$ cat config.mk
export PLATFORM = sky130hd
export DESIGN_NAME = rv32_data_memory
export DESIGN_NICKNAME = d
export VERILOG_FILES = /design/src/hw/rv32_mem_pkg.sv /design/src/hw/rv32_data_memory.sv
export SDC_FILE = /design/constraint.sdc
export NUM_CORES = 1
export LEC_CHECK = 0
export BUFFER_PORTS_ARGS = -buffer_cell sky130_fd_sc_hd__buf_2
export CAP_MARGIN = 20
export CORE_ASPECT_RATIO = 1.4
export CORE_UTILIZATION = 60
export CTS_CLUSTER_SIZE = 40
export DETAILED_ROUTE_END_ITERATION = 16
export HOLD_SLACK_MARGIN = 0.15
export PLACE_DENSITY = 0.78
export SYNTH_ARGS = -nofsm -noshare
export SYNTH_HDL_FRONTEND = slang
export SYNTH_SLANG_ARGS = --single-unit
$ cat constraint.sdc
create_clock -name clk -period 4.4 [get_ports clk]
set_clock_uncertainty 0.2 [all_clocks]
set_input_delay 0.44 -clock clk [delete_from_list [all_inputs] [get_ports clk]]
set_output_delay 0.44 -clock clk [all_outputs]
set_load 0.03 [all_outputs]
$ cat src/hw/rv32_mem_pkg.sv
// shared RV32 memory stage types; XLEN fixed at 32, union views assume 8-bit bytes and 16-bit halves.
package rv32_mem_pkg;

    parameter int XLEN        = 32;
    parameter int BYTE_LANES  = XLEN / 8;
    parameter int HALF_LANES  = XLEN / 16;
    parameter int OFFSET_BITS = $clog2(BYTE_LANES); // byte offset within a word.

    typedef enum logic [3:0] {
        MEM_NOP = 4'd0,
        MEM_LB  = 4'd1,
        MEM_LH  = 4'd2,
        MEM_LW  = 4'd3,
        MEM_LBU = 4'd4,
        MEM_LHU = 4'd5,
        MEM_SB  = 4'd6,
        MEM_SH  = 4'd7,
        MEM_SW  = 4'd8
    } mem_op_t;

    // one data word, lane 0 least significant.
    typedef union packed {
        logic [BYTE_LANES-1:0][7:0]  b;
        logic [HALF_LANES-1:0][15:0] h;
    } mem_word_u;

    function automatic logic is_load(mem_op_t op);
        return op inside {MEM_LB, MEM_LH, MEM_LW, MEM_LBU, MEM_LHU};
    endfunction

    function automatic logic is_store(mem_op_t op);
        return op inside {MEM_SB, MEM_SH, MEM_SW};
    endfunction

    // halves need bit 0 clear, words need both offset bits clear.
    function automatic logic is_misaligned(mem_op_t op, logic [OFFSET_BITS-1:0] offset);
        logic result;
        case (op)
            MEM_LH, MEM_LHU, MEM_SH: result = offset[0];
            MEM_LW, MEM_SW:          result = |offset;
            default:                 result = 1'b0;
        endcase
        return result;
    endfunction

endpackage

$ cat src/hw/rv32_data_memory.sv
// DEPTH_WORDS must be a power of two of at least 2; high address bits wrap, ACK_DELAY at least 1.
module rv32_data_memory
    import rv32_mem_pkg::*;
#(
    parameter int DEPTH_WORDS = 16,
    parameter int ACK_DELAY   = 1
) (
    input  logic                  clk,
    input  logic                  rst_n,
    input  logic                  mem_req,
    input  logic                  mem_we,
    input  logic [XLEN-1:0]       mem_addr,
    input  logic [BYTE_LANES-1:0] mem_be,
    input  mem_word_u             mem_wdata,
    output logic                  mem_ack,
    output mem_word_u             mem_rdata
);

    localparam int IDX_W = $clog2(DEPTH_WORDS);
    localparam int CNT_W = $clog2(ACK_DELAY + 1);

    mem_word_u        mem_array [DEPTH_WORDS];
    logic [CNT_W-1:0] delay_cnt;
    logic [IDX_W-1:0] word_idx;
    logic             fire;

    assign word_idx = mem_addr[OFFSET_BITS +: IDX_W];

    // cycle in which ack rises and the access takes place.
    assign fire = mem_req && !mem_ack && (delay_cnt == CNT_W'(ACK_DELAY));

    initial begin
        for (int i = 0; i < DEPTH_WORDS; i++) begin
            mem_array[i] = '0;
        end
    end

    always_ff @(posedge clk) begin
        if (!rst_n) begin
            mem_ack   <= 1'b0;
            delay_cnt <= '0;
        end else if (mem_ack) begin
            if (!mem_req) begin
                mem_ack <= 1'b0;
            end
        end else if (fire) begin
            mem_ack   <= 1'b1;
            delay_cnt <= '0;
        end else if (mem_req) begin
            delay_cnt <= delay_cnt + 1'b1;
        end else begin
            delay_cnt <= '0;
        end
    end

    // read returns the old word, write lands in the same cycle.
    always_ff @(posedge clk) begin
        if (fire) begin
            mem_rdata <= mem_array[word_idx];
            if (mem_we) begin
                for (int lane = 0; lane < BYTE_LANES; lane++) begin
                    if (mem_be[lane]) begin
                        mem_array[word_idx].b[lane] <= mem_wdata.b[lane];
                    end
                end
            end
        end
    end

endmodule

# Word-level counts from Yosys, hierarchy flattened
# Memories as Yosys holds them, arrays and structs flattened. A register that Yosys moved wholly into a read port is not among the register bits.
# Index checks and enable logic that the tools add are counted.
# Widths: inputs -> output; s select.
# totals
regBits	2
latch_bits	0
ramBits	512
rom_bits	0
in_bits	72
out_inout_bits	33
wordCells	28
n_memories	1
# memory_table
name	depth	width	rd	rd_clocked_by_memory_dff	write_ports	line	rtl
mem_array	16	32	1	1	1	rv32_data_memory.sv:22	mem_word_u mem_array [DEPTH_WORDS];
# op_classes
add_sub_neg	1
n_mul	0
div	0
magnitude_cmp	0
eq_ne	0
n_shift	0
mux	21
bitwise_logic	0
n_reduce_logical	3
# op_table
operator	count
$mux 1	21
$logic_and 1x1->1	2
$add 1x1->1 const B	1
$logic_not 1->1	1

# Depth between registers and ports, before layout
# Gate-level depths: netlist of run 1.
# depth
word_depth	5
mapped_depth	6
depth_no_buf	3

# Least setup slack after synthesis of run 1
# Ideal clock, no wire load.
# synth_path
path_kind	flip-flop to flip-flop
from	reg mem_ack
to	mem mem_array[3][16] (netlist bit) (enable)
setup_ns	0.395
arrival_time_ns	2.675
required_time_ns	3.805
setup_slack_ns	1.131
stages_incl_launch_ff	4
n_path_buf	0
period_less_slack_ns	3.269
cell_sequence	dfxtp_1 -> and3b_1 -> nand3_1 -> nor4_1
# synth_via
elab_chain_len	5
# synth_lines
item	line	rtl
from (decl)	rv32_data_memory.sv:15	output logic mem_ack,
from (signal assigned)	rv32_data_memory.sv:40	mem_ack <= 1'b0;
from (signal assigned)	rv32_data_memory.sv:44	mem_ack <= 1'b0;
from (signal assigned)	rv32_data_memory.sv:47	mem_ack <= 1'b1;
$logic_not 1->1	rv32_data_memory.sv:30	assign fire = mem_req && !mem_ack && (delay_cnt == CNT_W'(ACK_DELAY));
$logic_and 1x1->1 (2 in a row)	rv32_data_memory.sv:30	
net fire	rv32_data_memory.sv:25	logic fire;
$mux 1	rv32_data_memory.sv:58	if (fire) begin
$mux 1 (not written as such)	rv32_data_memory.sv:63	mem_array[word_idx].b[lane] <= mem_wdata.b[lane];
to (decl)	rv32_data_memory.sv:22	
# The timed path passes the listed nets, and every way through them passes these cells.

# Worst setup path in the final report of run 1
# layout_path
from	in mem_req
to	mem mem_array[14][19] (netlist bit) (enable)
# layout_via
elab_chain_len	4
# layout_lines
item	line	rtl
from (decl)	rv32_data_memory.sv:10	input logic mem_req,
$logic_and 1x1->1 (2 in a row)	rv32_data_memory.sv:30	
net fire	rv32_data_memory.sv:25	
$mux 1	rv32_data_memory.sv:58	
$mux 1 (not written as such)	rv32_data_memory.sv:63	
# The timed path passes the listed nets, and every way through them passes these cells.

==> impl_metrics.csv, run 1 <==
group,metric,value,unit
run_status,status,"finished clean",
critical_path,arrival,2.81,ns
route,firstDrtPassIters,5,
pwr,power.total,9.87,mW
route,drc,0,
timing,timing.final.hold_violations,0,
finish,final_cell_mix,"edfxtp_1, mux4_2, buf_2",
pwr,ir_drop,0.368,mV
finish,nNetsFinal,1119,
finish,fin_cells,1518,
synth,yosysWarnings,0,
worst_hold_path,hold_class,"reg2reg",
synth,ys_types,19,
critical_path,worst-endpoint-required,4.37,ns
clocking,cts_buffers,48,
global_routing,grt_pass1_wl,59.1,mm
timing,min_period,2.84,ns
critical_path,r2r_setup_slack,1.70,ns
timing,fin_ws,1.56,ns
critical_path,crit_path_start_kind,"primary input",
route,wl_per_cell,26.2,um
placed_design,dp_slack,1.20,ns
critical_path,worstSetupPathType,"in2reg",
finish,syn2layout_area_growth,12.4,%
global_routing,antenna_found_initial,2,
timing,maxSlewHeadroom,33.8,%
critical_path,timing.rr.end,"mem_array[14][19]",
timing,timing_worst_slew_pin_value,0.990,ns
placed_design,gp_congestion,0.766,
placed_design,numPortBuffers,76,
clocking,clk_latency,0.55,ns
die,die_h,221,um
route,num_vias,9543,
route,routed_wl,39.8,mm
clocking,cts_max_path_buffers,3,
timing,setup_viol,0,
synth,synth-seq-cells,546,
global_routing,track_usage,23.7,%
placed_design,place_area,21400,um^2
clocking,cts.repair.resized,0,
route,ant_nets,0,
global_routing,grt_pass1_vias,9946,
finish,n_fill_cell,1994,
clocking,htreeDepth,2,
finish,final_area,23100,um^2
clocking,cts_setup_buffers,0,
global_routing,grt_max_degree,65,
clocking,root_buffer,"clkbuf_16",
critical_path,reg2reg_depth,3,
timing,fmax,0.352,GHz
timing,rsz0062_at_grt,"false",
worst_hold_path,min-delay-start,"delay_cnt",
synth,synthCells,920,
route,via_per_inst,6.29,
critical_path,end_kind,"flop",
clocking,numClockSinks,546,
route,drt_iter0_markers,902,
die,num_io_pins,105,
die,design.die.area,35000,um^2
timing,fin_crit_sh,64.5,%
die,fp.coreArea,33500,um^2
timing,fin_setup_tns,0,ns
clocking,cts_tree,"built",
die,die_w,158,um
finish,fin_util,68.9,%
critical_path,path_max_fanout,16,
synth,syn_area_per_cell,22.3,um^2
critical_path,reg2reg_from,"mem_ack",
finish,layout_commonest_cell,"edfxtp_1",
timing,fin_hold_ws,0.307,ns
synth,ys_seq_area_share,79.7,%
die,start_util,61.3,%
run,maxCapViolCount,0,
die,rows,79,
worst_hold_path,min_path_cells,2,
pwr,cellLeakagePower,7.27,nW
pwr,powerDensity,428,nW/um^2
placed_design,post-place-cells,1407,
clocking,clk_pin_slew,0.06,ns
placed_design,place_hpwl,24.0,mm
synth,synth_fp_nets,992,
global_routing,grt_overflow,0,
worst_hold_path,holdPathEnd,"delay_cnt",
finish,drive_gt1_share,26.5,%
synth,syn_area,20500,um^2
timing,slew_violations,0,
-- state kept, by name (all words and copies together), names as in the netlist --
name / count
mem_array: 512
mem_ack: 1
delay_cnt: 1
mem_rdata: 32
-- synthesized netlist by cell type --
cell | instances | share of area (%)
nand3_1 | 4 | 0.097
nor2_1 | 64 | 1.2
nor4_1 | 4 | 0.12
clkbuf_2 | 1 | 0.024
buf_6 | 6 | 0.33
and3b_1 | 1 | 0.043
a22oi_1 | 64 | 2.3
and4b_1 | 1 | 0.049
buf_1 | 2 | 0.037
nor2b_1 | 4 | 0.12
buf_2 | 19 | 0.46
buf_4 | 1 | 0.037
dfxtp_1 | 2 | 0.19
and2_1 | 1 | 0.030
clkbuf_1 | 22 | 0.40
edfxtp_1 | 544 | 80
nand2_1 | 51 | 0.93
mux4_2 | 128 | 14
a21boi_0 | 1 | 0.037
-- cell type report --
class / instances / area [um^2] / share of cell area, %
Tap cell: 445 / 557 / 2.41
Sequential cell: 546 / 16400 / 70.9
Antenna cell: 1 / 2.50 / 0.0108
Multi-Input combinational cell: 323 / 3950 / 17.1
Timing Repair Buffer: 128 / 870 / 3.77
Clock inverter: 13 / 56.3 / 0.244
Clock buffer: 62 / 1270 / 5.52
-- timing repair --
item / in CTS / in global routing
setup endpoints to repair: 0 / 0
endpoints found under the hold margin: 514 / 0
hold buffers: 35 / 0
-- how the worst max path moves through the flow --
stage                           start           endpoint  depth (start not counted)
after floorplan               mem_ack   mem_array[3][16]                          3
after global placement    mem_addr[2]      mem_rdata[16]                          5
after detailed placement  mem_addr[2]      mem_rdata[22]                          5
after CTS                     mem_req  mem_array[15][17]                          5
after global routing          mem_req   mem_array[5][21]                          5
final                         mem_req  mem_array[14][19]                          5
-- worst max-delay path, stage by stage --
cell           delay [ns]
dlygate4sd3_1        0.52
buf_2                0.13
and3b_2              0.19
nand3_1              0.53
nor2_1               0.99
-- cells by family (layout without fill, tap and decap cells) --
family,count (synthesis),after routing,synth area share [%]
buffers and inverters,51,203,1.29
and+or+nand+nor,130,130,2.56
muxes,128,128,14.0
DFF,546,546,79.7
AOI/OAI and AO/OA,65,65,2.38
other,0,1,0
-- per-layer routing --
metal / global-route usage (%) / wire (um) / vias to the layer above
met5: 0 / 13 / -
met4: 8.10 / 1040 / 2
met3: 3.54 / 2370 / 76
met2: 41.0 / 21400 / 389
met1: 30.7 / 15000 / 4990
li1: - / - / 4086
-- report_power, final --
part	internal, mW	switching, mW
sequential	5.74	0.00451
combinational	0.177	0.270
clock	2.02	1.66
Note: power is estimated with default switching activity, not from simulation.
==> run 2: changes to the inputs <==
--- a/config.mk
+++ b/config.mk
@@ -5,14 +5,15 @@
 export SDC_FILE = /design/constraint.sdc
 export NUM_CORES = 1
 export LEC_CHECK = 0
+export ABC_AREA = 1
 export BUFFER_PORTS_ARGS = -buffer_cell sky130_fd_sc_hd__buf_2
 export CAP_MARGIN = 20
 export CORE_ASPECT_RATIO = 1.4
-export CORE_UTILIZATION = 60
+export CORE_UTILIZATION = 55
 export CTS_CLUSTER_SIZE = 40
 export DETAILED_ROUTE_END_ITERATION = 16
 export HOLD_SLACK_MARGIN = 0.15
-export PLACE_DENSITY = 0.78
+export PLACE_DENSITY = 0.75
 export SYNTH_ARGS = -nofsm -noshare
 export SYNTH_HDL_FRONTEND = slang
 export SYNTH_SLANG_ARGS = --single-unit
==> constraint.sdc (replaced) <==
create_clock -name clk -period 2.38 [get_ports clk]
set_clock_uncertainty 0.2 [all_clocks]
set_input_delay 0.238 -clock clk [delete_from_list [all_inputs] [get_ports clk]]
set_output_delay 0.238 -clock clk [all_outputs]
set_load 0.03 [all_outputs]
==> impl_metrics.csv, run 2 <==
group,metric,value,unit
critical_path,worst-endpoint-required,2.44,ns
synth,ys_seq_area_share,71.6,%
clocking,clk_pin_slew,0.07,ns
synth,ys_top_cells_by_count,"nand2_1, edfxtp_1, inv_1",
pwr,cellLeakagePower,10.9,nW
pwr,pwr-share-clk,38.6,%
finish,n_fill_cell,3024,
timing,rsz0062_at_grt,"false",
route,routed_wl,50.3,mm
timing,min_period,2.01,ns
critical_path,reg2reg_depth,8,
route,drc,1,
clocking,cts_setup_buffers,0,
finish,seq_area,16400,um^2
global_routing,grt_max_degree,129,
finish,largest_register_ff_count,512,
clocking,cts_tree,"built",
global_routing,track_usage,24.2,%
synth,yosysMostFrequentCell,"nand2_1",
pwr,comb_power_share,6.1,%
worst_hold_path,min-delay-start,"mem_be[3]",
synth,syn_area_per_cell,10.4,um^2
global_routing,grt_overflow,0,
synth,synth_top_area_share,71.4,%
route,wl_per_cell,17.2,um
clocking,cts_max_path_buffers,3,
finish,nNetsFinal,2418,
global_routing,grt_pass1_wl,78.1,mm
placed_design,gp_congestion,0.837,
timing,fin_setup_tns,0,ns
critical_path,r2r_setup_slack,0.37,ns
finish,syn2layout_area_growth,13.2,%
synth,synth_fp_nets,2269,
route,drt_iter0_markers,1260,
synth,synth_area_leaders,"edfxtp_1, nand2_1, inv_1",
route,firstDrtPassIters,11,
run_status,status,"finished, violations left",
finish,layout_commonest_cell,"nand2_1",
pwr,p_int,15.1,mW
pwr,p_sw,4.11,mW
clocking,ctsHoldBuffers,35,
synth,synth-seq-cells,546,
placed_design,numPortBuffers,76,
synth,ys_types,17,
clocking,root_buffer,"clkbuf_16",
timing,setup_viol,0,
die,rows,88,
clocking,cts_buffers,47,
clocking,cts.repair.resized,0,
global_routing,antenna_found_initial,3,
synth,synth.largest_area_cell,"edfxtp_1",
pwr,power.total,19.2,mW
finish,drive_gt1_share,10.3,%
finish,multi_input_area,5570,um^2
clocking,htreeDepth,2,
timing,fin_crit_sh,84.4,%
timing,fin_hold_ws,0.207,ns
run,maxCapViolCount,0,
pwr,seqPwrFrac,55.3,%
critical_path,crit_path_start_kind,"flop",
synth,yosysWarnings,0,
synth,async_flop_share,0,%
timing,timing.final.hold_violations,0,
critical_path,arrival,2.07,ns
critical_path,timing.rr.end,"mem_array[9][19]",
clocking,clk_latency,0.57,ns
die,fp.coreArea,41100,um^2
run_status,violations,"design-rule violations",
timing,slew_violations,0,
synth,synth_ff_type,"edfxtp_1",
synth,synthCells,2197,
timing,maxSlewHeadroom,48.3,%
pwr,swShare,21.4,%
critical_path,worstSetupPathType,"reg2reg",
die,design.die.area,42400,um^2
worst_hold_path,hold_class,"in2reg",
global_routing,grt_pass1_vias,14700,
worst_hold_path,holdPathEnd,"mem_array[8][31]",
placed_design,place_hpwl,30.1,mm
synth,synth-edff-count,544,
die,die_h,243,um
critical_path,end_kind,"flop",
worst_hold_path,min_path_cells,5,
timing,fmax,0.498,GHz
finish,final_cell_mix,"nand2_1, edfxtp_1, buf_4",
die,start_util,55.7,%
clocking,numClockSinks,546,
pwr,ir_drop,0.431,mV
route,num_vias,15100,
critical_path,path_max_fanout,16,
die,num_io_pins,105,
route,via_per_inst,5.19,
die,die_w,174,um
pwr,powerDensity,742,nW/um^2
finish,fin_util,63.0,%
route,ant_nets,0,
synth,syn_area,22900,um^2
timing,timing_worst_slew_pin_value,0.775,ns
critical_path,reg2reg_from,"mem_ack",
## run 2: cell types whose count changed after synthesis, moves of 7 or more
cell | previous run | this run
clkbuf_1 | 22 | 15
a22oi_1 | 64 | 0
buf_4 | 1 | 26
nand2_1 | 51 | 1399
mux4_2 | 128 | 0
inv_1 | 0 | 71
buf_2 | 19 | 46
buf_6 | 6 | 14
## run 2: worst max-delay path, stage by stage (launching register included)
cell and delay (ns):
dfxtp_1 0.32, inv_1 0.08, nand3_1 0.10, nor2_1 0.10, buf_4 0.13, nand2_1 0.10
buf_4 0.22, nor2_1 0.23, buf_4 0.22
## run 2: how the worst max path moves through the flow
stage,startpoint,endpoint,slack (ns),depth (start not counted)
6_report,mem_ack,mem_array[9][19],0.37,8
5_1_grt,mem_ack,mem_array[9][19],0.24,8
3_5_place_dp,mem_addr[5],mem_array[12][0],0.27,7
2_1_floorplan,mem_ack,mem_array[15][0],0.27,6
3_3_place_gp,mem_addr[2],mem_rdata[24],0.34,11
4_1_cts,mem_ack,mem_array[1][18],0.35,8
## run 2: kinds of logic (layout without fill, tap and decap cells)
kind of cell	count (synthesis)	after routing	share of synthesized area (%)
other cells	0	1	0
flops	546	546	71.6
buf+inv	176	354	4.09
simple gates	1472	1472	24.2
compound gates	3	3	0.0656
## run 2: cell type report
type	instances	area share (%)
diodes	1	0.00967
clock buffers	53	4.80
clock inverters	25	0.919
inverters	74	1.10
multi-input cells	1475	21.5
flip-flops and latches	546	63.3
well taps	540	2.61
repair buffers	202	5.75
## run 2: layer usage
| metal | up-vias | GRT usage [%] | part of all wire, % |
|---|---|---|---|
| li1 | 7323 | - | - |
| met1 | 7081 | 28.6 | 37 |
| met2 | 570 | 43.3 | 52 |
| met3 | 153 | 2.90 | 6.1 |
| met4 | 4 | 12.3 | 4.8 |
| met5 | - | 0 | 0.042 |
## run 2: power by group through the flow
stage / sequential (mW) / clock (mW) / combinational (mW)
floorplan: 10.9 / 0 / 0.661
global placement: 10.8 / 0 / 1.09
detailed placement: 10.8 / 0 / 1.12
CTS: 10.6 / 7.48 / 1.17
global route: 10.6 / 7.86 / 1.30
finish: 10.6 / 7.41 / 1.17
## run 2: per-stage QoR
stage	setup slack [ns]	instances	area [um^2]
6_report	0.371	2916	25900
4_1_cts	0.352	2915	25900
5_1_grt	0.238	2916	25900
3_5_place_dp	0.269	2802	24000
3_3_place_gp	0.336	2802	24000
2_1_floorplan	0.270	2197	22900
==> run 3: changes to the inputs <==
==> constraint.sdc (replaced) <==
create_clock -name clk -period 1.8 [get_ports clk]
set_clock_uncertainty 0.2 [all_clocks]
set_input_delay 0.18 -clock clk [delete_from_list [all_inputs] [get_ports clk]]
set_output_delay 0.18 -clock clk [all_outputs]
set_load 0.03 [all_outputs]
==> impl_metrics.csv, run 3 (synthesized netlist as in run 2, its figures left out) <==
group,metric,value,unit
run_status,status,"finished clean",
finish,n_fill_cell,2855,
timing,rsz0062_at_grt,"true",
pwr,power.total,25.6,mW
critical_path,arrival,1.87,ns
timing,min_period,1.78,ns
global_routing,antenna_found_initial,1,
clocking,root_buffer,"clkbuf_16",
critical_path,worstSetupPathType,"reg2reg",
timing,timing.final.hold_violations,0,
timing,fin_hold_ws,0.0853,ns
finish,nNetsFinal,2451,
global_routing,grt_overflow,0,
die,die_h,243,um
worst_hold_path,hold_class,"in2reg",
pwr,ir_drop,0.712,mV
timing,setup_viol,0,
clocking,clk_pin_slew,0.06,ns
finish,drive_gt1_share,14.1,%
timing,timing_worst_slew_pin_value,0.684,ns
placed_design,post-place-cells,2811,
route,routed_wl,51.8,mm
finish,final_cell_mix,"nand2_1, edfxtp_1, buf_12",
timing,fin_ws,0.0150,ns
placed_design,gp_congestion,0.843,
timing,maxSlewHeadroom,54.4,%
route,drc,0,
timing,fin_setup_tns,0,ns
global_routing,track_usage,24.8,%
clocking,cts_max_path_buffers,3,
finish,layout_commonest_cell,"nand2_1",
finish,largest_register_ff_count,512,
global_routing,grt_pass1_vias,15200,
run,maxCapViolCount,0,
die,design.die.area,42400,um^2
die,num_io_pins,105,
route,num_vias,15300,
route,ant_nets,0,
finish,antenna_cells,0,
pwr,powerDensity,930,nW/um^2
route,via_per_inst,5.19,
die,start_util,55.7,%
route,drt_iter0_markers,1222,
clocking,numClockSinks,546,
timing,fmax,0.560,GHz
die,rows,88,
placed_design,numPortBuffers,76,
timing,fin_crit_sh,99.2,%
critical_path,path_max_fanout,16,
placed_design,place_hpwl,31.0,mm
clocking,clk_latency,0.58,ns
finish,fin_cells,2957,
critical_path,crit_path_start_kind,"flop",
clocking,htreeDepth,2,
global_routing,grt_max_degree,77,
clocking,cts_buffers,49,
timing,slew_violations,0,
die,die_w,174,um
global_routing,grt_pass1_wl,80.6,mm
finish,syn2layout_area_growth,20.5,%
die,fp.coreArea,41100,um^2
clocking,cts_tree,"built",
critical_path,end_kind,"flop",
critical_path,worst-endpoint-required,1.88,ns
route,wl_per_cell,17.5,um
pwr,cellLeakagePower,11.3,nW
route,firstDrtPassIters,13,
placed_design,dp_slack,-0.131,ns
-- run 3: where the power goes --
| group | switching (mW) | internal (mW) |
|---|---|---|
| logic | 1.16 | 0.499 |
| registers | 0.0156 | 14.0 |
| clock network | 4.42 | 5.48 |
-- run 3: per-layer routing --
layer  vias to the layer above  share of wire [%]  GRT usage, %
li1                       7392                  -             -
met1                      7273                 37          29.3
met4                         2                3.9          11.1
met2                       549                 53          44.7
met5                         -              0.025             0
met3                       129                6.3          3.37
-- run 3: timing repair --
| action | in CTS | in global routing |
|---|---|---|
| buffers inserted | 19 | 0 |
| setup endpoints to repair | 508 | 512 |
| hold endpoints to repair | 518 | 65 |
| pin swaps | 15 | 7 |
| hold buffers | 36 | 2 |
| gates resized for setup | 1 | 15 |
-- run 3: final timing paths --
kind,from,end,slack [ns],cells past startpoint
setup / recovery,mem_ack,mem_array[2][3],0.02,7
hold / removal,mem_be[2],mem_array[13][18],0.09,3
setup reg to reg,mem_ack,mem_array[2][3],0.02,7
hold reg to reg,mem_ack,delay_cnt,0.37,2
-- run 3: through the flow --
step	utilization, %	area (um^2)
6_report	67.1	27600
5_1_grt	67.1	27600
4_1_cts	66.8	27400
3_5_place_dp	61.4	25200
3_3_place_gp	61.4	25200
2_1_floorplan	-	23400
-- run 3: final cells by class --
| type | instances | area [um^2] | area share [%] |
|---|---|---|---|
| multi-input cells | 1475 | 6090 | 22.1 |
| well taps | 540 | 676 | 2.45 |
| inverters | 74 | 292 | 1.06 |
| clock buffers | 64 | 1330 | 4.81 |
| repair buffers | 233 | 2600 | 9.45 |
| flip-flops and latches | 546 | 16400 | 59.4 |
| clock inverters | 25 | 185 | 0.672 |
-- run 3: worst max-delay path, cell delays in order, from the launching register on --
cell and delay [ns]:
dfxtp_4 0.35, inv_4 0.06, nand3_4 0.08, nor2_4 0.11
buf_12 0.17, nand2_8 0.18, nor2_2 0.19, buf_12 0.15
