<file path="config.mk">
export PLATFORM = sky130hd
export DESIGN_NAME = rv32_load_store_unit
export DESIGN_NICKNAME = d
export VERILOG_FILES = /design/src/hw/rv32_mem_pkg.sv /design/src/hw/rv32_load_store_unit.sv
export SDC_FILE = /design/constraint.sdc
export NUM_CORES = 1
export LEC_CHECK = 0
export BUFFER_PORTS_ARGS = -buffer_cell sky130_fd_sc_hd__buf_4
export CAP_MARGIN = 20
export CORE_ASPECT_RATIO = 1.75
export CORE_MARGIN = 2
export CORE_UTILIZATION = 26
export DETAILED_ROUTE_END_ITERATION = 10
export SLEW_MARGIN = 25
export SYNTH_ARGS = -nofsm -noshare
export SYNTH_HDL_FRONTEND = slang
export SYNTH_SLANG_ARGS = --single-unit
</file>
<file path="constraint.sdc">
create_clock -name clk -period 2.5 [get_ports clk]
set_input_delay 0.375 -clock clk [delete_from_list [all_inputs] [get_ports clk]]
set_output_delay 0.375 -clock clk [all_outputs]
set_load 0.02 [all_outputs]
</file>
<file path="src/hw/rv32_mem_pkg.sv">
// shared RV32 memory stage types; XLEN fixed at 32, union views assume 8-bit bytes and 16-bit halves.
package rv32_mem_pkg;

    parameter int XLEN        = 32;
    parameter int BYTE_LANES  = XLEN / 8;
    parameter int HALF_LANES  = XLEN / 16;
    parameter int OFFSET_BITS = $clog2(BYTE_LANES); // byte offset within a word.

    typedef enum logic [3:0] {
        MEM_NOP = 4'd0,
        MEM_LB  = 4'd1,
        MEM_LH  = 4'd2,
        MEM_LW  = 4'd3,
        MEM_LBU = 4'd4,
        MEM_LHU = 4'd5,
        MEM_SB  = 4'd6,
        MEM_SH  = 4'd7,
        MEM_SW  = 4'd8
    } mem_op_t;

    // one data word, lane 0 least significant.
    typedef union packed {
        logic [BYTE_LANES-1:0][7:0]  b;
        logic [HALF_LANES-1:0][15:0] h;
    } mem_word_u;

    function automatic logic is_load(mem_op_t op);
        return op inside {MEM_LB, MEM_LH, MEM_LW, MEM_LBU, MEM_LHU};
    endfunction

    function automatic logic is_store(mem_op_t op);
        return op inside {MEM_SB, MEM_SH, MEM_SW};
    endfunction

    // halves need bit 0 clear, words need both offset bits clear.
    function automatic logic is_misaligned(mem_op_t op, logic [OFFSET_BITS-1:0] offset);
        logic result;
        case (op)
            MEM_LH, MEM_LHU, MEM_SH: result = offset[0];
            MEM_LW, MEM_SW:          result = |offset;
            default:                 result = 1'b0;
        endcase
        return result;
    endfunction

endpackage

</file>
<file path="src/hw/rv32_load_store_unit.sv">
// one access in flight at a time; misaligned halves and words fault and never reach memory.
module rv32_load_store_unit
    import rv32_mem_pkg::*;
(
    input  logic                  clk,
    input  logic                  rst_n,
    // exec side.
    input  logic                  req,
    input  mem_op_t               op,
    input  logic [XLEN-1:0]       addr,
    input  logic [XLEN-1:0]       wdata,
    output logic                  ack,
    output logic [XLEN-1:0]       rdata,
    output logic                  fault,
    // data memory side.
    output logic                  mem_req,
    output logic                  mem_we,
    output logic [XLEN-1:0]       mem_addr,
    output logic [BYTE_LANES-1:0] mem_be,
    output mem_word_u             mem_wdata,
    input  logic                  mem_ack,
    input  mem_word_u             mem_rdata
);

    typedef enum logic [1:0] {
        ST_IDLE,
        ST_ACCESS,
        ST_DONE,
        ST_RELEASE
    } state_t;

    state_t                 state;
    mem_op_t                op_q;
    logic [XLEN-1:0]        addr_q;
    logic [XLEN-1:0]        wdata_q;

    logic [OFFSET_BITS-1:0] offset;
    logic                   misaligned;
    logic                   access_ok;
    logic [7:0]             load_byte;
    logic [15:0]            load_half;
    logic [XLEN-1:0]        load_data;
    mem_word_u              store_word;

    assign offset     = addr_q[OFFSET_BITS-1:0];
    assign misaligned = is_misaligned(op_q, offset);
    assign access_ok  = (is_load(op_q) || is_store(op_q)) && !misaligned;

    // held through done so the memory link parks while exec keeps req up.
    assign mem_req   = access_ok && (state == ST_ACCESS || state == ST_DONE);
    assign mem_we    = mem_req && is_store(op_q);
    assign mem_addr  = {addr_q[XLEN-1:OFFSET_BITS], {OFFSET_BITS{1'b0}}};
    assign mem_wdata = store_word;

    // store data is replicated and the enables pick the lane.
    always_comb begin
        store_word = wdata_q;
        mem_be     = '0;
        case (op_q)
            MEM_SB: begin
                store_word.b = {BYTE_LANES{wdata_q[7:0]}};
                mem_be       = BYTE_LANES'(1) << offset;
            end
            MEM_SH: begin
                store_word.h = {HALF_LANES{wdata_q[15:0]}};
                mem_be       = offset[1] ? 4'b1100 : 4'b0011;
            end
            MEM_SW: begin
                mem_be = '1;
            end
            default: ;
        endcase
    end

    assign load_byte = mem_rdata.b[offset];
    assign load_half = mem_rdata.h[offset[1]];

    always_comb begin
        case (op_q)
            MEM_LB:  load_data = {{(XLEN-8){load_byte[7]}}, load_byte};
            MEM_LBU: load_data = {{(XLEN-8){1'b0}}, load_byte};
            MEM_LH:  load_data = {{(XLEN-16){load_half[15]}}, load_half};
            MEM_LHU: load_data = {{(XLEN-16){1'b0}}, load_half};
            MEM_LW:  load_data = mem_rdata;
            default: load_data = '0; // stores and nop.
        endcase
    end

    // request capture.
    always_ff @(posedge clk) begin
        if (state == ST_IDLE && req) begin
            op_q    <= op;
            addr_q  <= addr;
            wdata_q <= wdata;
        end
    end

    always_ff @(posedge clk) begin
        if (!rst_n) begin
            state <= ST_IDLE;
            ack   <= 1'b0;
            fault <= 1'b0;
            rdata <= '0;
        end else begin
            case (state)
                ST_IDLE: begin
                    if (req) begin
                        state <= ST_ACCESS;
                    end
                end
                ST_ACCESS: begin
                    if (!access_ok) begin // nop or fault skips the memory.
                        ack   <= 1'b1;
                        fault <= misaligned;
                        rdata <= '0;
                        state <= ST_DONE;
                    end else if (mem_ack) begin
                        ack   <= 1'b1;
                        fault <= 1'b0;
                        rdata <= load_data;
                        state <= ST_DONE;
                    end
                end
                ST_DONE: begin
                    if (!req) begin
                        state <= ST_RELEASE; // drops mem_req.
                    end
                end
                ST_RELEASE: begin
                    if (!mem_ack) begin
                        ack   <= 1'b0;
                        fault <= 1'b0;
                        state <= ST_IDLE;
                    end
                end
                default: state <= ST_IDLE;
            endcase
        end
    end

endmodule

</file>
# Word level (Yosys, flattened, before mapping)

Index checks and enable logic that the tools add are counted.

Memories kept: 0
Memory bits (writable): 0
Bits of input ports: 104
Memory bits (read-only): 0
Register bits after elaboration: 104
Output and inout bits: 104
Bits in latches: 0

Reduce and logical (&&, ||, !) cells: 17
Equality and inequality tests: 16
$mul: 0
Divide/modulo/power cells: 0
Bitwise operators: 0
Add/sub/neg operators: 0
Mux-type cells: 24
Magnitude comparators: 2
Shift-type cells: 1

Operators with widths:

| operator                                           | count |
|---|---|
| case mux 32 bit (5 select lines)                   | 1 |
| two-way mux 32 bit                                 | 2 |
| case mux 32 bit (2 select lines)                   | 1 |
| two-way mux 16 bit                                 | 2 |
| binary-select mux 8 bit (select 2 bit)             | 1 |
| == test 4 x 3 -> 1 bit, second input constant      | 4 |
| case mux 4 bit (3 select lines)                    | 1 |
| two-way mux 2 bit                                  | 5 |
| == test 4 x 2 -> 1 bit, second input constant      | 2 |
| two-way mux 8 bit                                  | 1 |
| != test 2 bit, second input constant               | 4 |
| case mux 2 bit (4 select lines)                    | 1 |
| case mux 1 bit (2 select lines)                    | 3 |
| two-way mux 1 bit                                  | 5 |
| nonzero test 5 bit                                 | 1 |
| == test 2 bit, second input constant               | 2 |
| == test 4 x 1 -> 1 bit, second input constant      | 1 |
| == test 4 bit, second input constant               | 1 |
| logical AND 1 bit                                  | 4 |
| two-way mux 4 bit                                  | 1 |
| AND reduction 4 bit                                | 1 |
| OR reduction 2 bit                                 | 2 |
| << shifter 1 x 2 -> 4 bit, first input constant    | 1 |
| < comparator 2 x 3 -> 1 bit, second input constant | 1 |
| 11 further kinds                                   | 12 |

# Logic depth before layout (Yosys ltp)

Gate-level depths: netlist (run 1).

Word-level depth: 7
Mapped depth: 8

# Worst setup path after synthesis (run 1)

OpenSTA, ideal clock, no wires.

Path type: reg-to-reg
Start point: register state[0]
End point: register addr_q[0], enable pin
Library setup time: 433 ps
Period minus slack after synthesis: 2599 ps
Setup slack: -99 ps
Cell stages (with the launch flop): 4
Buffers on the path: 0
Data required time: 2067 ps
Arrival time: 2166 ps
Cell sequence: dfxtp_1 -> inv_1 -> ha_1 -> and2_1

Cells in the longest elaborated chain, start to end: 2

Ends and longest elaborated chain:

| item                   | line                        | text |
|---|---|---|
| start, declared        | rv32_load_store_unit.sv:32  | `state_t state;` |
| start signal, assigned | rv32_load_store_unit.sv:100 | `state <= ST_IDLE;` |
| start signal, assigned | rv32_load_store_unit.sv:108 | `state <= ST_ACCESS;` |
| start signal, assigned | rv32_load_store_unit.sv:116 | `state <= ST_DONE;` |
| logical NOT 2 bit      | rv32_load_store_unit.sv:91  | `if (state == ST_IDLE && req) begin` |
| logical AND 1 bit      | rv32_load_store_unit.sv:91  |  |
| end signal, assigned   | rv32_load_store_unit.sv:93  | `addr_q <= addr;` |
| end, declared          | rv32_load_store_unit.sv:34  | `logic [XLEN-1:0] addr_q;` |

Every way passes these cells.
A chain may end at the register's enable or synchronous reset.

# Worst setup path in the final report (run 1)

Start point: register op_q[0]
End point: output port mem_we

Cells in the longest elaborated chain, start to end: 7
Elaborated cells between the ends (all ways): 18
Classes of those cells: eq/ne: 8; mux: 1; reduce/logical: 9

Ends and longest elaborated chain:

| item                                                            | line                                   | text |
|---|---|---|
| start, declared                                                 | rv32_load_store_unit.sv:33             | `mem_op_t op_q;` |
| start signal, assigned                                          | rv32_load_store_unit.sv:92             | `op_q <= op;` |
| == test 4 x 2 -> 1 bit (tied with other cells)                  | rv32_mem_pkg.sv:28, rv32_mem_pkg.sv:38 |  |
| OR reduction 3 bit / OR reduction 2 bit (equally long branches) | rv32_mem_pkg.sv:38                     | `case (op)` |
| case mux 1 bit (2 select lines)                                 | rv32_mem_pkg.sv:38                     |  |
| logical NOT 1 bit                                               | rv32_load_store_unit.sv:47             | `assign access_ok = (is_load(op_q) \|\| is_store(op_q)) && !misaligned;` |
| logical AND 1 bit                                               | rv32_load_store_unit.sv:47             |  |
| logical AND 1 bit                                               | rv32_load_store_unit.sv:50             | `assign mem_req = access_ok && (state == ST_ACCESS \|\| state == ST_DONE);` |
| logical AND 1 bit (*)                                           | rv32_load_store_unit.sv:51             | `assign mem_we = mem_req && is_store(op_q);` |
| end, declared                                                   | rv32_load_store_unit.sv:17             | `output logic mem_we,` |

Every way passes the cells marked *; elsewhere a longest branch is shown, timed or not.

==> results of run 1 <==
## cells by family after synthesis
family	share of synthesized area, %
AO/OA/AOI/OAI	19.92
flip-flops	54.91
buffers and inverters	8.953
AND/OR/NAND/NOR	6.964
multiplexers	7.759
adder cells (fa/ha/maj)	1.243
other	0.07454
XOR/XNOR	0.1741
## registers in the layout, summed over array words and instances (netlist names)
name,flops
state,2
op_q,4
fault,1
addr_q,32
wdata_q,32
rdata,32
ack,1
## path summary, 6_finish.rpt
kind | slack [ns] | from | endpoint
worst max register to register | 0.11 | op_q[0] | rdata[4]
worst min-delay path | 0.20 | wdata[7] | wdata_q[7]
worst max-delay path | -0.009 | op_q[0] | mem_we
worst min register to register | 0.47 | rdata[1] | rdata[1]
## timing repair
action                     CTS  global route
setup endpoints to repair   21             2
hold endpoints to repair     0             0
pin swaps                    1             5
buffers inserted             5             8
cloned                       0             0
hold buffers                 0             0
gates resized for setup      7            13
## per-stage QoR
step,worst slack (ns),TNS [ns]
floorplan,0.03292,0
global placement,0.09456,0
detailed placement,0.01133,0
CTS,-0.02967,-0.02967
global route,-0.1107,-0.3820
finish,-0.009050,-0.009050
## per-layer routing
metal,vias to the layer above,share of wire [%],GRT usage [%]
li1,1863,-,-
met1,1943,34,15.06
met2,154,58,27.57
met3,27,5.0,3.337
met4,0,3.0,6.509
met5,-,0,0
## power by group
group | internal (uW) | switching, uW
logic | 1080 | 1410
registers | 2220 | 163
clock network | 789 | 647
total | 4080 | 2220
## synthesized netlist by cell type, types with 2 or more instances
master                      instances  area share (%)
sky130_fd_sc_hd__a211oi_1           2            0.30
sky130_fd_sc_hd__a21o_1            18             2.7
sky130_fd_sc_hd__a21oi_1           24             2.4
sky130_fd_sc_hd__a221oi_1           9             1.6
sky130_fd_sc_hd__a222oi_1           6             1.2
sky130_fd_sc_hd__a22o_1             2            0.35
sky130_fd_sc_hd__and2_1             4            0.50
sky130_fd_sc_hd__and3_1             2            0.25
sky130_fd_sc_hd__buf_1              4            0.30
sky130_fd_sc_hd__buf_2              9            0.90
sky130_fd_sc_hd__buf_4             40             6.0
sky130_fd_sc_hd__buf_6              2            0.45
sky130_fd_sc_hd__clkbuf_1          11            0.82
sky130_fd_sc_hd__dfxtp_1           36              14
sky130_fd_sc_hd__edfxtp_1          68              41
sky130_fd_sc_hd__ha_1               5             1.2
sky130_fd_sc_hd__inv_1              7            0.52
sky130_fd_sc_hd__mux2_2            22             4.9
sky130_fd_sc_hd__mux2i_1           12             2.4
sky130_fd_sc_hd__nand2_1           18             1.3
sky130_fd_sc_hd__nand2b_1           6            0.75
sky130_fd_sc_hd__nand3_1            5            0.50
sky130_fd_sc_hd__nand3b_1           3            0.45
sky130_fd_sc_hd__nor2_1             9            0.67
sky130_fd_sc_hd__nor2b_1            2            0.25
sky130_fd_sc_hd__nor3_1             2            0.20
sky130_fd_sc_hd__nor3b_2            2            0.50
sky130_fd_sc_hd__o21a_1             3            0.45
sky130_fd_sc_hd__o21ai_0           13             1.3
sky130_fd_sc_hd__o2bb2ai_1         22             3.8
sky130_fd_sc_hd__o2bb2ai_2         10             3.0
sky130_fd_sc_hd__o31ai_1            2            0.30
## layout make-up
| cell class | instances | area, um2 |
|---|---|---|
| clock buffer | 11 | 232.7 |
| clock inverter | 5 | 65.06 |
| fill | 1859 | 11930 |
| inverter | 7 | 26.28 |
| multi-input combinational | 229 | 1893 |
| sequential | 104 | 2763 |
| tap | 241 | 301.5 |
| timing repair buffer | 236 | 1823 |
==> load_flow_metrics.sql, run 1 <==
INSERT INTO impl_metrics (metric_group, metric, value, unit) VALUES
('layout', 'design.final.nets', '696', ''),
('route', 'drc_violation_count_after_routing', '0', ''),
('die', 'fp-row-count', '67', ''),
('route', 'drtPass1Iterations', '5', ''),
('clock_tree', 'worstSkewPairLatency', '0.34', 'ns'),
('layout', 'mostFrequentLayoutCell', 'sky130_fd_sc_hd__buf_4', ''),
('flow_run', 'cap_violations', '0', ''),
('critical_path', 'crit_buf_inv', '1', ''),
('sta', 'fin_crit_sh', '100.4', '%'),
('die', 'die_area', '0.02052', 'mm2'),
('critical_path', 'critical_path.slowest_cell', 'sky130_fd_sc_hd__edfxtp_1', ''),
('route', 'first_iter_violations', '214', ''),
('global_routing', 'grt_pass1_vias', '4028', ''),
('status', 'failed_checks', 'negative setup slack', ''),
('global_routing', 'grt-ovfl-total', '0', ''),
('logic_synthesis', 'sequential_fraction_of_the_synthesis_area', '54.91', '%'),
('sta', 'timing.final.ws_setup', '-0.009050', 'ns'),
('power', 'post-layout-total-power', '6302', 'uW'),
('global_routing', 'wire_length_of_the_first_global_routing_pass', '22510', 'um'),
('sta', 'worstMarginPinSlew', '1.063', 'ns'),
('critical_path', 'timing_worst_setup_path_type', 'reg2out', ''),
('die', 'initial_utilization', '26.44', '%'),
('logic_synthesis', 'synthCells', '405', ''),
('critical_path', 'path_max_fanout', '5', ''),
('power', 'ir_drop_worst_vdd', '456.7', 'uV'),
('sta', 'highest_clock_rate', '398.6', 'MHz'),
('layout', 'post-route-util', '37.33', '%'),
('die', 'ios', '208', ''),
('status', 'outcome', 'complete, but fails checks', ''),
('global_routing', 'grt_util_all_layers', '14.73', '%'),
('sta', 'finalWorstPathRequiredPeriod', '2.509', 'ns'),
('hold_path', 'hold_path_class', 'in2reg', ''),
('critical_path', 'cp_data_required_time', '2.12', 'ns'),
('sta', 'maxSlewViolCount', '0', ''),
('sta', 'slew_headroom', '28.88', '%'),
('logic_synthesis', 'syn_area_per_cell', '12.42', 'um2'),
('critical_path', 'start_kind', 'register', ''),
('die', 'die_h', '188.0', 'um'),
('logic_synthesis', 'yosysWarnings', '0', ''),
('clock_tree', 'numCtsBuffers', '9', ''),
('placed_design', 'dpl.hpwl', '11780', 'um'),
('critical_path', 'critPathCaptureType', 'primary output', ''),
('layout', 'finish.cell_count_without_fillers', '833', ''),
('critical_path', 'worst_r2r_path_depth', '6', ''),
('hold_path', 'worstHoldPathCells', '1', ''),
('logic_synthesis', 'ys_async_sr_fraction', '0', '%'),
('critical_path', 'timing.critical_path.depth', '6', ''),
('route', 'dr_total_vias', '3987', ''),
('critical_path', 'data_arrival_at_the_endpoint_of_the_critical_path', '2.13', 'ns'),
('logic_synthesis', 'ys_dominant_reg_cell', 'sky130_fd_sc_hd__edfxtp_1', ''),
('placed_design', 'port_buffers', '205', ''),
('clock_tree', 'maximum_clock_path_buffer_count', '2', ''),
('route', 'ant_nets', '0', ''),
('sta', 'setup_repair_after_global_routing_missed_its_margin', 'true', ''),
('placed_design', 'final_wtd_congestion', '0.8798', ''),
('clock_tree', 'cts.sinks', '104', ''),
('placed_design', 'placed_cells_incl_taps', '804', ''),
('layout', 'layout-drive-gt1-share', '50.51', '%'),
('layout', 'mostFrequentLayoutCells', 'sky130_fd_sc_hd__buf_4 (227), sky130_fd_sc_hd__edfxtp_1 (68), sky130_fd_sc_hd__dfxtp_1 (36)', ''),
('global_routing', 'grt_max_degree', '69', ''),
('sta', 'final-hold-violation-count', '0', ''),
('critical_path', 'cp_top_family', 'compound AO/OA/AOI/OAI gates', ''),
('logic_synthesis', 'yosysUniqueCellTypes', '57', ''),
('critical_path', 'path_cells', 'a21o_4 > a2111oi_4 > or2_1 > and2_4 > a21boi_4 > buf_6', ''),
('layout', 'flow.area_growth_from_synthesis', '41.21', '%'),
('logic_synthesis', 'synth_edf_count', '68', ''),
('route', 'wl_per_cell', '18.63', 'um'),
('global_routing', 'grt_antenna_before_repair', '0', ''),
('sta', 'setup-violations-final', '1', ''),
('clock_tree', 'tritoncts', 'yes', ''),
('power', 'power.density_cell_area', '887.1', 'mW/mm2');
No activity file was read; power rests on OpenSTA's default activity.
==> run 2: changes to the inputs <==
CTS_BUF_LIST = sky130_fd_sc_hd__clkbuf_16   (was unset)
==> load_flow_metrics.sql, run 2 (synthesis gave the netlist of run 1 again) <==
INSERT INTO impl_metrics (metric_group, metric, value, unit) VALUES
('hold_path', 'endpoint_of_the_worst_hold_path', 'wdata_q[7]', ''),
('route', 'vias_per_cell', '4.784', ''),
('power', 'power.share.combinational', '39.5', '%'),
('sta', 'timing.final.ws_setup', '-0.009292', 'ns'),
('route', 'first_iter_violations', '214', ''),
('clock_tree', 'clk_root_buffer_cell', 'sky130_fd_sc_hd__clkbuf_16', ''),
('critical_path', 'worst_r2r_path_depth', '6', ''),
('sta', 'setup_repair_after_global_routing_missed_its_margin', 'true', ''),
('route', 'drtPass1Iterations', '5', ''),
('layout', 'design.final.nets', '696', ''),
('hold_path', 'worstHoldPathCells', '1', ''),
('layout', 'flow.area_growth_from_synthesis', '41.21', '%'),
('critical_path', 'worst_r2r_startpoint', 'op_q[0]', ''),
('placed_design', 'dpl.hpwl', '11780', 'um'),
('clock_tree', 'maximum_clock_path_buffer_count', '2', ''),
('layout', 'mostFrequentLayoutCell', 'sky130_fd_sc_hd__buf_4', ''),
('sta', 'clock_skew', '0.009596', 'ns'),
('sta', 'final-hold-violation-count', '0', ''),
('die', 'placeableCoreArea', '0.01903', 'mm2'),
('status', 'outcome', 'complete, but fails checks', ''),
('clock_tree', 'worst_setup_hold_path_clk_slew', '0.08', 'ns'),
('power', 'pwr-share-clk', '22.7', '%'),
('placed_design', 'dp_worst_setup_slack', '0.01133', 'ns'),
('sta', 'worstMarginPinSlew', '1.063', 'ns'),
('sta', 'fin_crit_sh', '100.4', '%'),
('power', 'static-leakage-power', '0.002953', 'uW'),
('power', 'switching_share', '35.26', '%'),
('die', 'fp-row-count', '67', ''),
('critical_path', 'regToRegEndpoint', 'rdata[4]', ''),
('power', 'netSwitchingPower', '2220', 'uW'),
('hold_path', 'timing.hold.worst.start', 'wdata[7]', ''),
('layout', 'inserted_diodes', '0', ''),
('critical_path', 'cp_data_required_time', '2.12', 'ns'),
('route', 'wl_per_cell', '18.64', 'um'),
('global_routing', 'grt_pass1_vias', '4028', ''),
('critical_path', 'setup.reg_to_reg.worst_slack', '0.11', 'ns'),
('die', 'die_h', '188.0', 'um'),
('flow_run', 'cap_violations', '0', ''),
('status', 'failed_checks', 'negative setup slack', ''),
('power', 'cellInternalPower', '4076', 'uW'),
('power', 'post-layout-total-power', '6296', 'uW'),
('critical_path', 'data_arrival_at_the_endpoint_of_the_critical_path', '2.13', 'ns'),
('power', 'sequential_group_share_of_total_power', '37.8', '%'),
('die', 'ios', '208', ''),
('layout', 'mostFrequentLayoutCells', 'sky130_fd_sc_hd__buf_4 (227), sky130_fd_sc_hd__edfxtp_1 (68), sky130_fd_sc_hd__dfxtp_1 (36)', ''),
('die', 'initial_utilization', '26.44', '%'),
('power', 'ir_drop_worst_vdd', '457.3', 'uV'),
('layout', 'layout-drive-gt1-share', '50.51', '%'),
('route', 'drc_violation_count_after_routing', '0', ''),
('route', 'dr_total_vias', '3985', ''),
('route', 'postRouteWirelength', '15520', 'um'),
('sta', 'finalWorstPathRequiredPeriod', '2.509', 'ns'),
('sta', 'maxSlewViolCount', '0', ''),
('global_routing', 'wire_length_of_the_first_global_routing_pass', '22510', 'um'),
('layout', 'top_regs', 'addr_q (32), rdata (32), wdata_q (32)', ''),
('global_routing', 'grt-ovfl-total', '0', ''),
('global_routing', 'grt_util_all_layers', '14.73', '%'),
('critical_path', 'timing_worst_setup_path_type', 'reg2out', ''),
('global_routing', 'grt_antenna_before_repair', '0', ''),
('die', 'dieWidth', '109.2', 'um'),
('clock_tree', 'numCtsBuffers', '9', ''),
('clock_tree', 'h_tree_depth', '3', ''),
('clock_tree', 'cts.sinks', '104', ''),
('critical_path', 'path_max_fanout', '5', ''),
('layout', 'num-fill-cells', '1859', ''),
('power', 'power.density_cell_area', '886.2', 'mW/mm2'),
('clock_tree', 'worstSkewPairLatency', '0.34', 'ns'),
('critical_path', 'critPathCaptureType', 'primary output', ''),
('sta', 'slew_headroom', '28.88', '%'),
('global_routing', 'grt_max_degree', '69', ''),
('sta', 'setup-violations-final', '1', ''),
('route', 'ant_nets', '0', ''),
('critical_path', 'start_kind', 'register', ''),
('placed_design', 'port_buffers', '205', ''),
('die', 'die_area', '0.02052', 'mm2'),
('sta', 'highest_clock_rate', '398.5', 'MHz'),
('placed_design', 'final_wtd_congestion', '0.8798', ''),
('clock_tree', 'tritoncts', 'yes', ''),
('hold_path', 'hold_path_class', 'in2reg', '');
[run 2: cell count changes in the layout (fill, tap and decap cells not counted)]
cell and change:
sky130_fd_sc_hd__clkbuf_1 -2, sky130_fd_sc_hd__inv_1 +2
[run 2: power by group through the flow]
stage | registers [uW] | logic (uW) | clock network (uW)
6_report | 2380 | 2480 | 1430
5_1_grt | 2420 | 2660 | 1530
4_1_cts | 2390 | 2410 | 1480
3_5_place_dp | 2430 | 2350 | 0
3_3_place_gp | 2410 | 2300 | 0
2_1_floorplan | 2390 | 1570 | 0
[run 2: timing repair]
action | CTS | global route
buffers inserted | 5 | 8
resized for setup | 7 | 13
hold buffers | 0 | 0
pin swaps | 1 | 5
endpoints found under the setup margin | 21 | 2
[run 2: worst max-delay path, cell delays in order (launching register included)]
cell,delay [ns]
sky130_fd_sc_hd__edfxtp_1,0.52
sky130_fd_sc_hd__a21o_4,0.28
sky130_fd_sc_hd__a2111oi_4,0.36
sky130_fd_sc_hd__or2_1,0.17
sky130_fd_sc_hd__and2_4,0.14
sky130_fd_sc_hd__a21boi_4,0.18
sky130_fd_sc_hd__buf_6,0.13
[run 2: worst max path at each step]
stage	from	to	slack [ns]	depth (start not counted)
after floorplan	op_q[0]	mem_be[1]	0.03	6
after global placement	addr_q[0]	rdata[8]	0.09	5
after detailed placement	addr_q[0]	rdata[10]	0.01	5
after CTS	addr_q[1]	mem_we	-0.03	7
after global routing	op_q[0]	mem_we	-0.11	6
final	op_q[0]	mem_we	-0.009	6
[run 2: per-stage QoR]
| step | cells | cell area [um2] | setup TNS, ns | hold slack (ns) | util, % |
|---|---|---|---|---|---|
| after floorplan | 406 | 5036 | 0 | 0.4677 | - |
| after global placement | 804 | 6615 | 0 | 0.4521 | 34.76 |
| after detailed placement | 804 | 6615 | 0 | 0.4537 | 34.76 |
| after CTS | 825 | 6987 | -0.02967 | 0.1804 | 36.72 |
| after global routing | 833 | 7104 | -0.3820 | 0.1742 | 37.33 |
| final | 833 | 7104 | -0.009292 | 0.1976 | 37.33 |
[run 2: area by class of cell]
type                            instances  area [um2]  area share (%)
Sequential cell                       104        2763           38.89
Multi-Input combinational cell        229        1893           26.65
Timing Repair Buffer                  236        1823           25.66
Tap cell                              241       301.5           4.244
Clock buffer                            9       225.2           3.170
Clock inverter                          7       72.57           1.021
Inverter                                7       26.28          0.3698
[run 2: metal layers]
metal | global-route usage, % | vias up | wire (um)
met4 | 6.509 | 0 | 467
met1 | 15.06 | 1940 | 5287
met5 | 0 | - | 0
li1 | - | 1863 | -
met2 | 27.57 | 155 | 8995
met3 | 3.337 | 27 | 773
